File: src/logic/dcache_pkg.sv
// Shared cache geometry, address split and bank state encoding
package dcache_pkg;

    // Word address and data widths
    localparam int addr_bits = 16;
    localparam int data_bits = 16;
    localparam int byte_lanes = data_bits / 8;

    // Words per line
    localparam int offset_bits = 2;
    localparam int line_words = 2 ** offset_bits;

    // Bank select taken from the lowest index bits
    localparam int bank_bits = 1;
    localparam int num_banks = 2 ** bank_bits;

    // Lines held by each bank
    localparam int set_bits = 5;
    localparam int bank_lines = 2 ** set_bits;
    localparam int bank_words = bank_lines * line_words;

    // Remaining upper bits form the tag
    localparam int tag_bits = addr_bits - offset_bits - bank_bits - set_bits;

    // Field positions inside a word address
    // Layout is tag | set | bank | offset
    localparam int bank_lo = offset_bits;
    localparam int set_lo = offset_bits + bank_bits;
    localparam int tag_lo = set_lo + set_bits;

    // Bank sequencing
    typedef enum logic [2:0] {
        idle,
        lookup,
        flush,
        fill,
        respond
    } bank_state_t;

endpackage
File: src/logic/mem_arbiter.sv
// Round-robin arbiter for bank line transfers
// One granted bank drives the word-wide memory port
module mem_arbiter (
    input  logic                                                     clk,
    input  logic                                                     reset,
    input  logic [dcache_pkg::num_banks-1:0]                         bank_m_access,
    input  logic [dcache_pkg::num_banks-1:0][dcache_pkg::addr_bits-1:0] bank_m_addr,
    input  logic [dcache_pkg::num_banks-1:0][dcache_pkg::data_bits-1:0] bank_m_wdata,
    input  logic [dcache_pkg::num_banks-1:0]                         bank_m_wr_en,
    output logic [dcache_pkg::num_banks-1:0]                         bank_m_ack,
    output logic [dcache_pkg::num_banks-1:0][dcache_pkg::data_bits-1:0] bank_m_rdata,
    input  logic [dcache_pkg::data_bits-1:0]                         m_rdata,
    input  logic                                                     m_ack,
    output logic [dcache_pkg::addr_bits-1:0]                         m_addr,
    output logic [dcache_pkg::data_bits-1:0]                         m_wdata,
    output logic                                                     m_access,
    output logic                                                     m_wr_en,
    output logic [dcache_pkg::byte_lanes-1:0]                        m_bytesel
);

    logic [dcache_pkg::bank_bits-1:0] grant;
    logic [dcache_pkg::bank_bits-1:0] sel;
    logic [dcache_pkg::bank_bits-1:0] cand;
    logic [dcache_pkg::bank_bits-1:0] step;
    logic [dcache_pkg::num_banks-1:0] grant_hot;
    logic locked;
    logic sel_valid;

    // Keep the locked bank while it requests
    // otherwise search from the bank after the last grant
    always_comb begin
        sel = grant;
        sel_valid = 1'b0;
        cand = grant;
        step = '0;
        if (locked && bank_m_access[grant]) begin
            sel_valid = 1'b1;
        end else begin
            for (int i = 1; i <= dcache_pkg::num_banks; i++) begin
                // Truncation wraps the search around
                step = i[dcache_pkg::bank_bits-1:0];
                cand = grant + step;
                if (!sel_valid && bank_m_access[cand]) begin
                    sel = cand;
                    sel_valid = 1'b1;
                end
            end
        end
    end

    // Grant lock lasts until the request drops
    always_ff @(posedge clk or posedge reset) begin
        if (reset) begin
            grant <= '0;
            locked <= 1'b0;
        end else begin
            grant <= sel;
            locked <= sel_valid;
        end
    end

    assign grant_hot = sel_valid ? ({{(dcache_pkg::num_banks-1){1'b0}}, 1'b1} << sel) : '0;

    // Granted bank to memory
    assign m_access = sel_valid;
    assign m_addr = bank_m_addr[sel];
    assign m_wdata = bank_m_wdata[sel];
    assign m_wr_en = sel_valid && bank_m_wr_en[sel];
    // Line transfers always move whole words
    assign m_bytesel = '1;

    // Memory response back to the granted bank only
    always_comb begin
        for (int i = 0; i < dcache_pkg::num_banks; i++) begin
            bank_m_ack[i] = m_ack && grant_hot[i];
            bank_m_rdata[i] = grant_hot[i] ? m_rdata : '0;
        end
    end

endmodule

File: config.mk
export PLATFORM = sky130hd
export DESIGN_NAME = mem_arbiter
export DESIGN_NICKNAME = d
export VERILOG_FILES = /design/src/logic/dcache_pkg.sv /design/src/logic/mem_arbiter.sv
export SDC_FILE = /design/constraint.sdc
export NUM_CORES = 1
export LEC_CHECK = 0
export ABC_AREA = 1
export BUFFER_PORTS_ARGS = -buffer_cell sky130_fd_sc_hd__buf_2
export CORE_AREA = 2 2 60 62
export DETAILED_ROUTE_END_ITERATION = 16
export DIE_AREA = 0 0 62 64
export GPL_TIMING_DRIVEN = 1
export PLACE_DENSITY_LB_ADDON = 0.25
export SETUP_SLACK_MARGIN = 0.4
export SYNTH_ARGS = -nofsm -noshare
export SYNTH_HDL_FRONTEND = slang
export SYNTH_SLANG_ARGS = --single-unit
export TNS_END_PERCENT = 5
File: constraint.sdc
create_clock -name clk -period 1.85 [get_ports clk]
set_clock_uncertainty 0.1 [all_clocks]
set_input_delay 0.37 -clock clk [delete_from_list [all_inputs] [get_ports clk]]
set_output_delay 0.37 -clock clk [all_outputs]
set_load 0.01 [all_outputs]
* Word level (Yosys, flattened, before mapping)
Cells that the tools add are included.
Word-level totals: register bits after elaboration 2, bits in latches 0, bits in writable memories 0, ROM bits 0, bits of input ports 87, output and inout bits 70, memories 0
Operators by class: add/sub/neg operators 1, $mul 0, divide/modulo/power cells 0, magnitude comparators 3, equal/unequal tests 0, shift operators 1, muxes and demuxes 20, bitwise gates (word level) 0, reductions and logical operators 6
Operators by type and width (number):
- $mux 16 | 6
- $mux 1 | 13
- $lt 1x2->1 const B | 3
- $logic_and 1x1->1 | 5
- $mux 2 | 1
- $shl 1x1->2 const A | 1
- $add 1x1->1 const B | 1
- $logic_not 1->1 | 1

* Depth between registers and ports, before layout
Gate-level depths: netlist of run 1.
depth after elaboration 12, depth in mapped cells 8

* Worst setup path before layout of run 1
OpenSTA, ideal clock, no wires.
path kind register to output, start reg grant, end out bank_m_rdata[16] (netlist bit), arrival 1181 ps, required time 1380 ps, path slack 199 ps, cell stages (with the launch flop) 9, path buffers 1, cells stage by stage dfrtp_1 -> inv_1 -> nand2_1 -> nand3_1 -> nand2_1 -> nand2_4 -> nand2_4 -> buf_6 -> nor2_1
RTL lines:
- start: declaration | line mem_arbiter.sv:21 | logic [dcache_pkg::bank_bits-1:0] grant;
- start signal: assignment | line mem_arbiter.sv:57 | grant <= sel;
- end: declaration | line mem_arbiter.sv:11 | output logic [dcache_pkg::num_banks-1:0][dcache_pkg::data_bits-1:0] bank_m_rdata,

==> summary.txt, run 1 <==
Outcome
  • Status: finished with violations
  • Failing checks: setup timing

STA
  • WHS: 0.431 ns
  • RSZ-0062 raised after global routing: yes
  • Max Transition Viols Final: 0
  • Fin worst setup slack: -0.145 ns
  • Fmax: 501 MHz
  • Tmin final: 1.99 ns
  • Fin. Hold Viols: 0
  • Setup violations, final: 66
  • Setup TNS: -6.73 ns
  • Final period utilization: 108%

Cells and area
  • Area grow syn2layout: 147%
  • Share of post-route cells with drive strength above 1: 60.2%
  • Fillcell total: 316
  • Final Non-Filler Cells: 390
  • Final net count: 433
  • Ant diodes: 0

Synthesis
  • Register area share after synthesis: 6.04%
  • YS warnings: 0
  • Syn_area_per_cell: 4.50 µm²
  • Synth unique cells: 13
  • Top-area cell type share of the netlist area: 47.1%
  • EDFF count, synth: 0
  • Yosys reg bits: 2
  • Predominant post-synthesis flop cell: dfrtp_1
  • Gate Count Post-Synth: 184
  • Count leader, synth: nand2_1
  • Netlist Area Pre-Place: 828 µm²
  • Leading area contributor after synthesis: nand2_1
  • Synth top area cells: nand2_1, nor2_1, inv_1, buf_4, dfrtp_1
  • Commonest cells post-synth: nand2_1, nor2_1, inv_1, buf_4, nand2_4
  • Async set-reset flop share out of synthesis: 100%

Floorplanning
  • # IOs: 157
  • Initial Util: 25.2%
  • Core ar.: 0.00328 mm²
  • Row count: 21
  • Die Wd: 62 µm
  • Die area: 0.00397 mm²
  • Chip height: 64 µm

Route
  • Vias per cell: 4.05
  • Final wirelength: 3.97 mm
  • WL/cell: 10.2 µm
  • Vias post-DR: 1,581
  • M1 wire length: 1.50 mm
  • Post-route ant nets: 0
  • Detailed Routing Iterations Pass 1: 3
  • Met2 WL post-DR: 2.08 mm
  • Initial DRC Count: 45
  • Number of remaining DRC errors: 0
  • Max Used Layer: met4
  • Met3 wire len: 370 µm

Power and ir drop
  • Int Pwr: 1.33 mW
  • Clock power share: 3.5%
  • Pwr Total: 2.82 mW
  • Leak: 1.34 nW
  • Switching Fraction: 52.8%
  • Combinational fraction of design power: 93.3%
  • Net Sw Power: 1.49 mW
  • Max IR drop VDD: 922 µV
  • Seq pwr share: 3.1%
  • PwrDens: 1370 mW/mm²

Critical path
  • CP max FO: 7
  • Startpoint Class: flip-flop
  • CP cell instances: inv_2 -> nand2_1 -> nand3_2 -> nand2_2 -> nand2_4 -> nand2_4 -> clkbuf_16 -> nor2_4 -> buf_6
  • Kind of critical path: reg2out
  • Worst endpoint required time: 1.38 ns
  • Crit path capture type: output pin
  • CP max stage delay: 0.43 ns
  • Max stage delay cell, worst path: dfrtp_2
  • Most frequent CP cell: nand2_4
  • WP data arrival: 1.52 ns

Global route
  • Initial antenna violation count: 0
  • First-pass GRT wire length: 5.21 mm
  • All-Layer GR Usage: 16.6%
  • Vias in the first global route: 1,317
  • Largest net degree at the start of global routing: 34
  • GRT overflow: 0

Clocking
  • Number of CTS-inserted buffers: 3
  • Later-pin clock latency in the skew report: 0.23 ns
  • Clk sinks: 2
  • CTS tree: built
  • Root Driver: clkbuf_4
  • H-tree Lvls: 1
  • Worst-path clk slew: 0.03 ns
  • CTS max path bufs: 2

Placement
  • Detail Placement HPWL: 2.98 mm
  • PortBufs: 154
  • DP Cell Count: 382
  • Final GP Congestion: 0.778

Flow run
  • Max cap viols: 0

Hold path
  • Type of the worst min-delay path: in2async
## registers in the layout, summed over array words and instances, names as in the netlist
name and cells:
grant 1, locked 1
## metrics by stage
step	area, µm²	setup WS [ns]	util [%]
final	2050	-0.145	62.4
after global routing	2050	-0.251	62.4
after CTS	1870	-0.157	56.9
after detailed placement	1840	0.0225	55.9
after global placement	1840	0.0265	55.9
after floorplan	1000	0.234	-
## cell usage in the layout, fill, tap and decap left out, types with 2 or more instances in the layout
cell type	Yosys	final
buf_12	0	4
buf_2	0	144
buf_4	8	4
buf_6	2	10
clkbuf_16	0	3
clkbuf_4	0	3
conb_1	1	2
inv_1	22	21
nand2_1	104	101
nand2_2	0	3
nand2_4	4	4
nand4_1	3	3
nor2_1	33	7
nor2_2	1	7
nor2_4	0	20
## cell type report
type / count / area (µm²) / area share (%)
Timing Repair Buffer: 166 / 1030 / 50.2
Multi-Input combinational cell: 151 / 806 / 39.3
Inverter: 22 / 82.6 / 4.03
Tap cell: 46 / 57.6 / 2.81
Sequential cell: 2 / 51.3 / 2.50
Clock buffer: 3 / 22.5 / 1.10
## worst max-delay path: cells and delay by family (launching register included)
family                 cells  cell delay [ns]
and+or+nand+nor            6             0.50
buffers and inverters      3             0.35
DFF                        1             0.43
## final timing paths
path	from	to	slack (ns)	cells after the start
max	grant	bank_m_rdata[12]	-0.14	9
min	reset	locked	0.43	3
max reg2reg	grant	grant	0.62	5
min reg2reg	grant	locked	0.78	4
max in group asynchronous	reset	grant	1.10	3
min in group clk	bank_m_access[0]	locked	0.49	4
## routing by layer
metal | vias to the layer above | GRT usage (%)
met1 | 651 | 16.9
met2 | 79 | 32.8
li1 | 849 | -
met5 | - | 0
met3 | 2 | 2.23
met4 | 0 | 4.26
## power groups by stage
stage / registers, mW / clock network, mW / logic (mW)
finish: 0.0887 / 0.0988 / 2.63
global route: 0.0918 / 0.107 / 2.90
CTS: 0.0848 / 0.104 / 2.30
detailed placement: 0.0852 / 0 / 2.29
global placement: 0.0848 / 0 / 2.29
floorplan: 0.0795 / 0 / 1.48
## logic make-up after synthesis
family          after synthesis  synth area share [%]
compound gates                1                 0.604
simple gates                148                  73.0
flops                         2                  6.04
buf+inv                      32                  19.9
other cells                   1                 0.453
## repair_timing
action	4_1_cts	5_1_grt
gates resized for setup	0	22
buffers inserted	0	1
hold endpoints to repair	2	0
endpoints found under the setup margin	68	68
cloned	0	3
pin swaps	0	5
hold buffers	1	0
No activity file was read; power rests on OpenSTA's default activity.
==> run 2: changes to the inputs <==
--- a/config.mk
+++ b/config.mk
@@ -7,11 +7,13 @@
 export LEC_CHECK = 0
 export ABC_AREA = 1
 export BUFFER_PORTS_ARGS = -buffer_cell sky130_fd_sc_hd__buf_2
-export CORE_AREA = 2 2 60 62
+export CELL_PAD_IN_SITES_DETAIL_PLACEMENT = 1
+export CELL_PAD_IN_SITES_GLOBAL_PLACEMENT = 1
+export CORE_MARGIN = 1
+export CORE_UTILIZATION = 13
 export DETAILED_ROUTE_END_ITERATION = 16
-export DIE_AREA = 0 0 62 64
 export GPL_TIMING_DRIVEN = 1
-export PLACE_DENSITY_LB_ADDON = 0.25
+export PLACE_DENSITY = 0.94
 export SETUP_SLACK_MARGIN = 0.4
 export SYNTH_ARGS = -nofsm -noshare
 export SYNTH_HDL_FRONTEND = slang
==> summary.txt, run 2 (same netlist as run 1, synthesis figures left out) <==
Route
  • Vias post-DR: 1,745 (+10%)
  • Vias per cell: 4.10 (+1.0%)
  • Number of remaining DRC errors: 0 (unchanged)
  • Initial DRC Count: 39 (-13%)
  • Detailed Routing Iterations Pass 1: 4 (+1)
  • Post-route ant nets: 0 (unchanged)
  • Final wirelength: 5.17 mm (+30%)
  • WL/cell: 12.1 µm (+19%)

Floorplanning
  • Core ar.: 0.00603 mm² (+83%)
  • # IOs: 157 (unchanged)
  • Initial Util: 13.7% (-11 points)
  • Chip height: 81.8 µm (+28%)
  • Row count: 28 (+33%)
  • Die area: 0.00669 mm² (+69%)
  • Die Wd: 81.8 µm (+32%)

Critical path
  • CP max FO: 7 (unchanged)
  • WP data arrival: 1.57 ns (+0.05 ns)
  • Kind of critical path: reg2out
  • Startpoint Class: flip-flop
  • Critical path's top delay family: simple AND/OR/NAND/NOR gates
  • Worst endpoint required time: 1.38 ns (about the same)
  • Most frequent CP cell: nand2_2
  • Max stage delay cell, worst path: dfrtp_2
  • CP cell instances: inv_2 -> nand2_2 -> nand3_2 -> nand2_2 -> nand2_4 -> nand2_8 -> buf_12 -> nor2_4 -> buf_6
  • Crit path buf inv count: 3 (unchanged)
  • CP max stage delay: 0.44 ns (about the same)
  • Crit path capture type: output pin

Cells and area
  • Final net count: 440 (+1.6%)
  • Area grow syn2layout: 162%
  • Register Area: 51.3 µm² (unchanged)
  • Fillcell total: 816 (+160%)
  • Multi-input logic area: 831 µm² (+3.1%)
  • Commonest cells after routing, fill and taps aside: buf_2, nand2_1, inv_1
  • Final Non-Filler Cells: 426 (+9.2%)
  • Final instance area: 0.00217 mm² (+6.0%)
  • Share of post-route cells with drive strength above 1: 61.5% (+1.4 points)
  • Ant diodes: 0 (unchanged)
  • Commonest non-fill, non-tap cell in the layout: buf_2
  • Largest regs: grant: 1 flops, locked: 1 flops

Placement
  • Final GP Congestion: 0.719 (-7.6%)
  • DP Cell Count: 415 (+8.6%)
  • PortBufs: 154 (unchanged)
  • Detail Placement HPWL: 4.07 mm (+37%)
  • Placed cell area: 0.00190 mm² (+3.6%)

Clocking
  • H-tree Lvls: 1 (unchanged)
  • Clk sinks: 2 (unchanged)
  • Number of CTS-inserted buffers: 3 (unchanged)
  • CTS tree: built
  • Later-pin clock latency in the skew report: 0.21 ns (-0.02 ns)
  • CTS max path bufs: 2 (unchanged)
  • Root Driver: clkbuf_8
  • Worst-path clk slew: 0.03 ns (about the same)

STA
  • Final period utilization: 110% (+2.3 points)
  • Fin. Hold Viols: 0 (unchanged)
  • WHS: 0.446 ns (+0.0152 ns)
  • Setup TNS: -9.53 ns (-2.80 ns)
  • RSZ-0062 raised after global routing: yes
  • Max Transition Viols Final: 0 (unchanged)
  • Setup violations, final: 67 (+1.5%)
  • Fin worst setup slack: -0.187 ns (-0.0427 ns)
  • Tmin final: 2.04 ns (+0.0427 ns)
  • Fmax: 491 MHz (-2.1%)

Global route
  • Initial antenna violation count: 0 (unchanged)
  • Largest net degree at the start of global routing: 34 (unchanged)
  • Vias in the first global route: 1,782 (+35%)
  • All-Layer GR Usage: 14.9% (-1.7 points)
  • GRT overflow: 0 (unchanged)
  • First-pass GRT wire length: 7.79 mm (+50%)

Outcome
  • Status: finished with violations
  • Failing checks: setup timing

Hold path
  • Type of the worst min-delay path: in2async

Power and ir drop
  • PwrDens: 1420 mW/mm² (+3.4%)
  • Max IR drop VDD: 551 µV (-40%)
  • Leak: 1.38 nW (+2.6%)
  • Pwr Total: 3.09 mW (+9.6%)

Flow run
  • Max cap viols: 0 (unchanged)
run 2: cell type report:
type	count	area share (%)
tap	75	4.32
sequential	2	2.36
multi-input combinational	152	38.2
clock buffer	3	1.90
timing repair buffer	172	49.4
inverter	22	3.80
run 2: metrics by stage:
step	utilization, %	setup WS [ns]
after global placement	31.6	0.00884
after detailed placement	31.6	-0.0663
after global routing	36.0	-0.289
after CTS	34.8	-0.169
after floorplan	-	0.234
final	36.0	-0.187
run 2: report_power, final:
part	switching, mW	internal, mW	leakage [nW]
clock network	0.0382	0.138	0.0216
logic	1.56	1.26	1.34
registers	0.0270	0.0629	0.0213
run 2: timing repair:
item | CTS | global route
buffers inserted | 4 | 1
cloned | 1 | 1
gates resized for setup | 20 | 12
hold endpoints to repair | 2 | 0
setup endpoints to repair | 68 | 68
pin swaps | 2 | 6
hold buffers | 1 | 0
run 2: worst min-delay path, cell delays in order:
cell and delay (ns):
dlygate4sd3_1 0.53, buf_2 0.12, inv_1 0.07
run 2: final timing paths:
path	start	endpoint	slack (ns)	cells after the start
worst max-delay path	grant	bank_m_rdata[12]	-0.19	9
worst min-delay path	reset	grant	0.45	3
worst max register to register	grant	grant	0.60	5
worst min register to register	locked	grant	0.78	3
max in group asynchronous	reset	grant	1.09	3
min in group clk	bank_m_access[1]	locked	0.58	4
run 2: metal layers:
| metal | wire, µm | vias to the layer above | track usage [%] |
|---|---|---|---|
| met2 | 2930 | 97 | 32.1 |
| met5 | 0 | - | 0 |
| met4 | 69 | 0 | 4.91 |
| met3 | 567 | 7 | 3.56 |
| li1 | - | 864 | - |
| met1 | 1600 | 777 | 12.7 |
==> run 3: changes to the inputs <==
--- a/config.mk
+++ b/config.mk
@@ -10,10 +10,10 @@
 export CELL_PAD_IN_SITES_DETAIL_PLACEMENT = 1
 export CELL_PAD_IN_SITES_GLOBAL_PLACEMENT = 1
 export CORE_MARGIN = 1
-export CORE_UTILIZATION = 13
+export CORE_UTILIZATION = 14
 export DETAILED_ROUTE_END_ITERATION = 16
 export GPL_TIMING_DRIVEN = 1
-export PLACE_DENSITY = 0.94
+export PLACE_DENSITY = 0.95
 export SETUP_SLACK_MARGIN = 0.4
 export SYNTH_ARGS = -nofsm -noshare
 export SYNTH_HDL_FRONTEND = slang
==> constraint.sdc (replaced) <==
create_clock -name clk -period 2.5 [get_ports clk]
set_clock_uncertainty 0.1 [all_clocks]
set_input_delay 0.5 -clock clk [delete_from_list [all_inputs] [get_ports clk]]
set_output_delay 0.5 -clock clk [all_outputs]
set_load 0.01 [all_outputs]
==> summary.txt, run 3 (same netlist as run 1, synthesis figures left out) <==
Outcome
  • Status: finished clean

Critical path
  • CP max FO: 10 (+3)
  • Startpoint Class: input port
  • Crit path capture type: output pin
  • CP max stage delay: 0.23 ns (-0.21 ns)
  • CP cell instances: buf_2 -> inv_1 -> nand2_2 -> nand4_1 -> nand2_4 -> clkbuf_16 -> nand2_1 -> nand2_1 -> buf_2
  • Crit path buf inv count: 4 (+1)
  • Kind of critical path: in2out
  • Max stage delay cell, worst path: nand2_4
  • Worst endpoint required time: 1.90 ns (+0.52 ns)
  • Critical path's top delay family: simple AND/OR/NAND/NOR gates
  • WP data arrival: 1.59 ns (+0.02 ns)

Cells and area
  • Area grow syn2layout: 133%
  • Commonest cells after routing, fill and taps aside: buf_2, nand2_1, nor2_1
  • Ant diodes: 0 (unchanged)
  • Final instance area: 0.00193 mm² (-11%)
  • Largest regs: grant: 1 flops, locked: 1 flops
  • Fillcell total: 804 (-1.5%)
  • Commonest non-fill, non-tap cell in the layout: buf_2
  • Final net count: 432 (-1.8%)
  • Share of post-route cells with drive strength above 1: 53.9% (-7.6 points)
  • Final Util: 34.5% (-1.6 points)

Clocking
  • Clk sinks: 2 (unchanged)
  • CTS max path bufs: 2 (unchanged)
  • CTS tree: built
  • Root Driver: clkbuf_8
  • Worst-path clk slew: 0.03 ns (about the same)
  • Number of CTS-inserted buffers: 3 (unchanged)
  • Later-pin clock latency in the skew report: 0.21 ns (about the same)
  • H-tree Lvls: 1 (unchanged)

STA
  • RSZ-0062 raised after global routing: yes
  • Tmin final: 2.19 ns
  • Setup violations, final: 0 (-100%)
  • Max Transition Viols Final: 0 (unchanged)
  • Setup TNS: 0 ns (+9.53 ns)
  • Fin worst setup slack: 0.310 ns (+0.498 ns)
  • Fmax: 457 MHz
  • Fin. Hold Viols: 0 (unchanged)
  • Final period utilization: 87.6%

Placement
  • PortBufs: 154 (unchanged)
  • Detail Placement HPWL: 3.85 mm (-5.4%)
  • Final GP Congestion: 0.765 (+6.4%)
  • Post-Place Worst Slack: 0.280 ns (+0.346 ns)
  • Placed cell area: 0.00165 mm² (-13%)

Power and ir drop
  • Clock power share: 5.9% (+0.2 points)
  • Combinational fraction of design power: 90.8% (-0.6 points)
  • Int Pwr: 0.993 mW (-32%)
  • PwrDens: 1100 mW/mm² (-23%)
  • Max IR drop VDD: 599 µV (+8.7%)
  • Net Sw Power: 1.13 mW (-30%)
  • Seq pwr share: 3.2% (+0.3 points)
  • Leak: 1.33 nW (-3.3%)
  • Switching Fraction: 53.3% (+0.73 points)
  • Pwr Total: 2.13 mW (-31%)

Global route
  • Initial antenna violation count: 0 (unchanged)
  • Largest net degree at the start of global routing: 21 (-38%)
  • Vias in the first global route: 1,674 (-6.1%)
  • First-pass GRT wire length: 7.65 mm (-1.9%)
  • All-Layer GR Usage: 15.4% (+0.50 points)
  • GRT overflow: 0 (unchanged)

Hold path
  • Type of the worst min-delay path: in2async

Floorplanning
  • # IOs: 157 (unchanged)
  • Die Wd: 78.9 µm (-3.5%)
  • Initial Util: 14.8% (+1.0 points)
  • Core ar.: 0.00561 mm² (-6.9%)
  • Chip height: 78.9 µm (-3.5%)
  • Die area: 0.00623 mm² (-7.0%)
  • Row count: 27 (-3.6%)

Route
  • Post-route ant nets: 0 (unchanged)
  • Vias per cell: 4.08 (-0.35%)
  • Number of remaining DRC errors: 0 (unchanged)
  • Final wirelength: 5.06 mm (-2.0%)
  • Initial DRC Count: 64 (+64%)
  • Detailed Routing Iterations Pass 1: 2 (-2)
  • Vias post-DR: 1,694 (-2.9%)
  • WL/cell: 12.2 µm (+0.64%)

Flow run
  • Max cap viols: 0 (unchanged)
[run 3: cell types whose count changed in the layout (fill, tap and decap cells not counted), sizes merged]
cell,change
buf,-8
nand2,+1
dlygate4sd3,-1
[run 3: repair_timing]
item,4_1_cts,5_1_grt
gates resized for setup,10,11
gates cloned,3,2
hold buffers,0,0
buffers inserted,1,3
pin swaps,2,6
endpoints found under the setup margin,63,66
[run 3: worst paths after layout]
| kind | slack (ns) | startpoint | cells past startpoint | to |
|---|---|---|---|---|
| setup / recovery | 0.31 | bank_m_access[1] | 9 | m_wdata[9] |
| hold / removal | 0.03 | reset | 2 | locked |
| setup reg to reg | 1.18 | grant | 5 | grant |
| hold reg to reg | 0.75 | grant | 2 | locked |
| max in group asynchronous | 2.15 | reset | 2 | grant |
| min in group clk | 0.67 | bank_m_access[0] | 3 | locked |
[run 3: layout make-up]
class	count	area, µm²	share of cell area (%)
inverter	22	82.6	4.27
multi-input combinational	153	716	37.0
sequential	2	51.3	2.65
timing repair buffer	163	952	49.3
clock buffer	3	41.3	2.14
tap	72	90.1	4.66
[run 3: power by group through the flow]
stage                     Sequential (mW)  Clock (mW)  Combinational (mW)
after floorplan                    0.0566           0               0.916
after global placement             0.0589           0                1.45
after detailed placement           0.0605           0                1.51
after CTS                          0.0656       0.129                1.78
after global routing               0.0720       0.133                2.12
final                              0.0686       0.126                1.93
[run 3: metrics by stage]
stage	hold WS, ns	cells
floorplan	0.141	185
global placement	0.248	403
global route	0.0448	415
finish	0.0324	415
CTS	0.0320	410
detailed placement	0.253	403
[run 3: routing by layer]
layer | global-route usage (%) | wire (µm)
met5 | 0 | 0
met3 | 2.53 | 372
met4 | 4.00 | 66
met1 | 16.6 | 1890
met2 | 30.4 | 2730
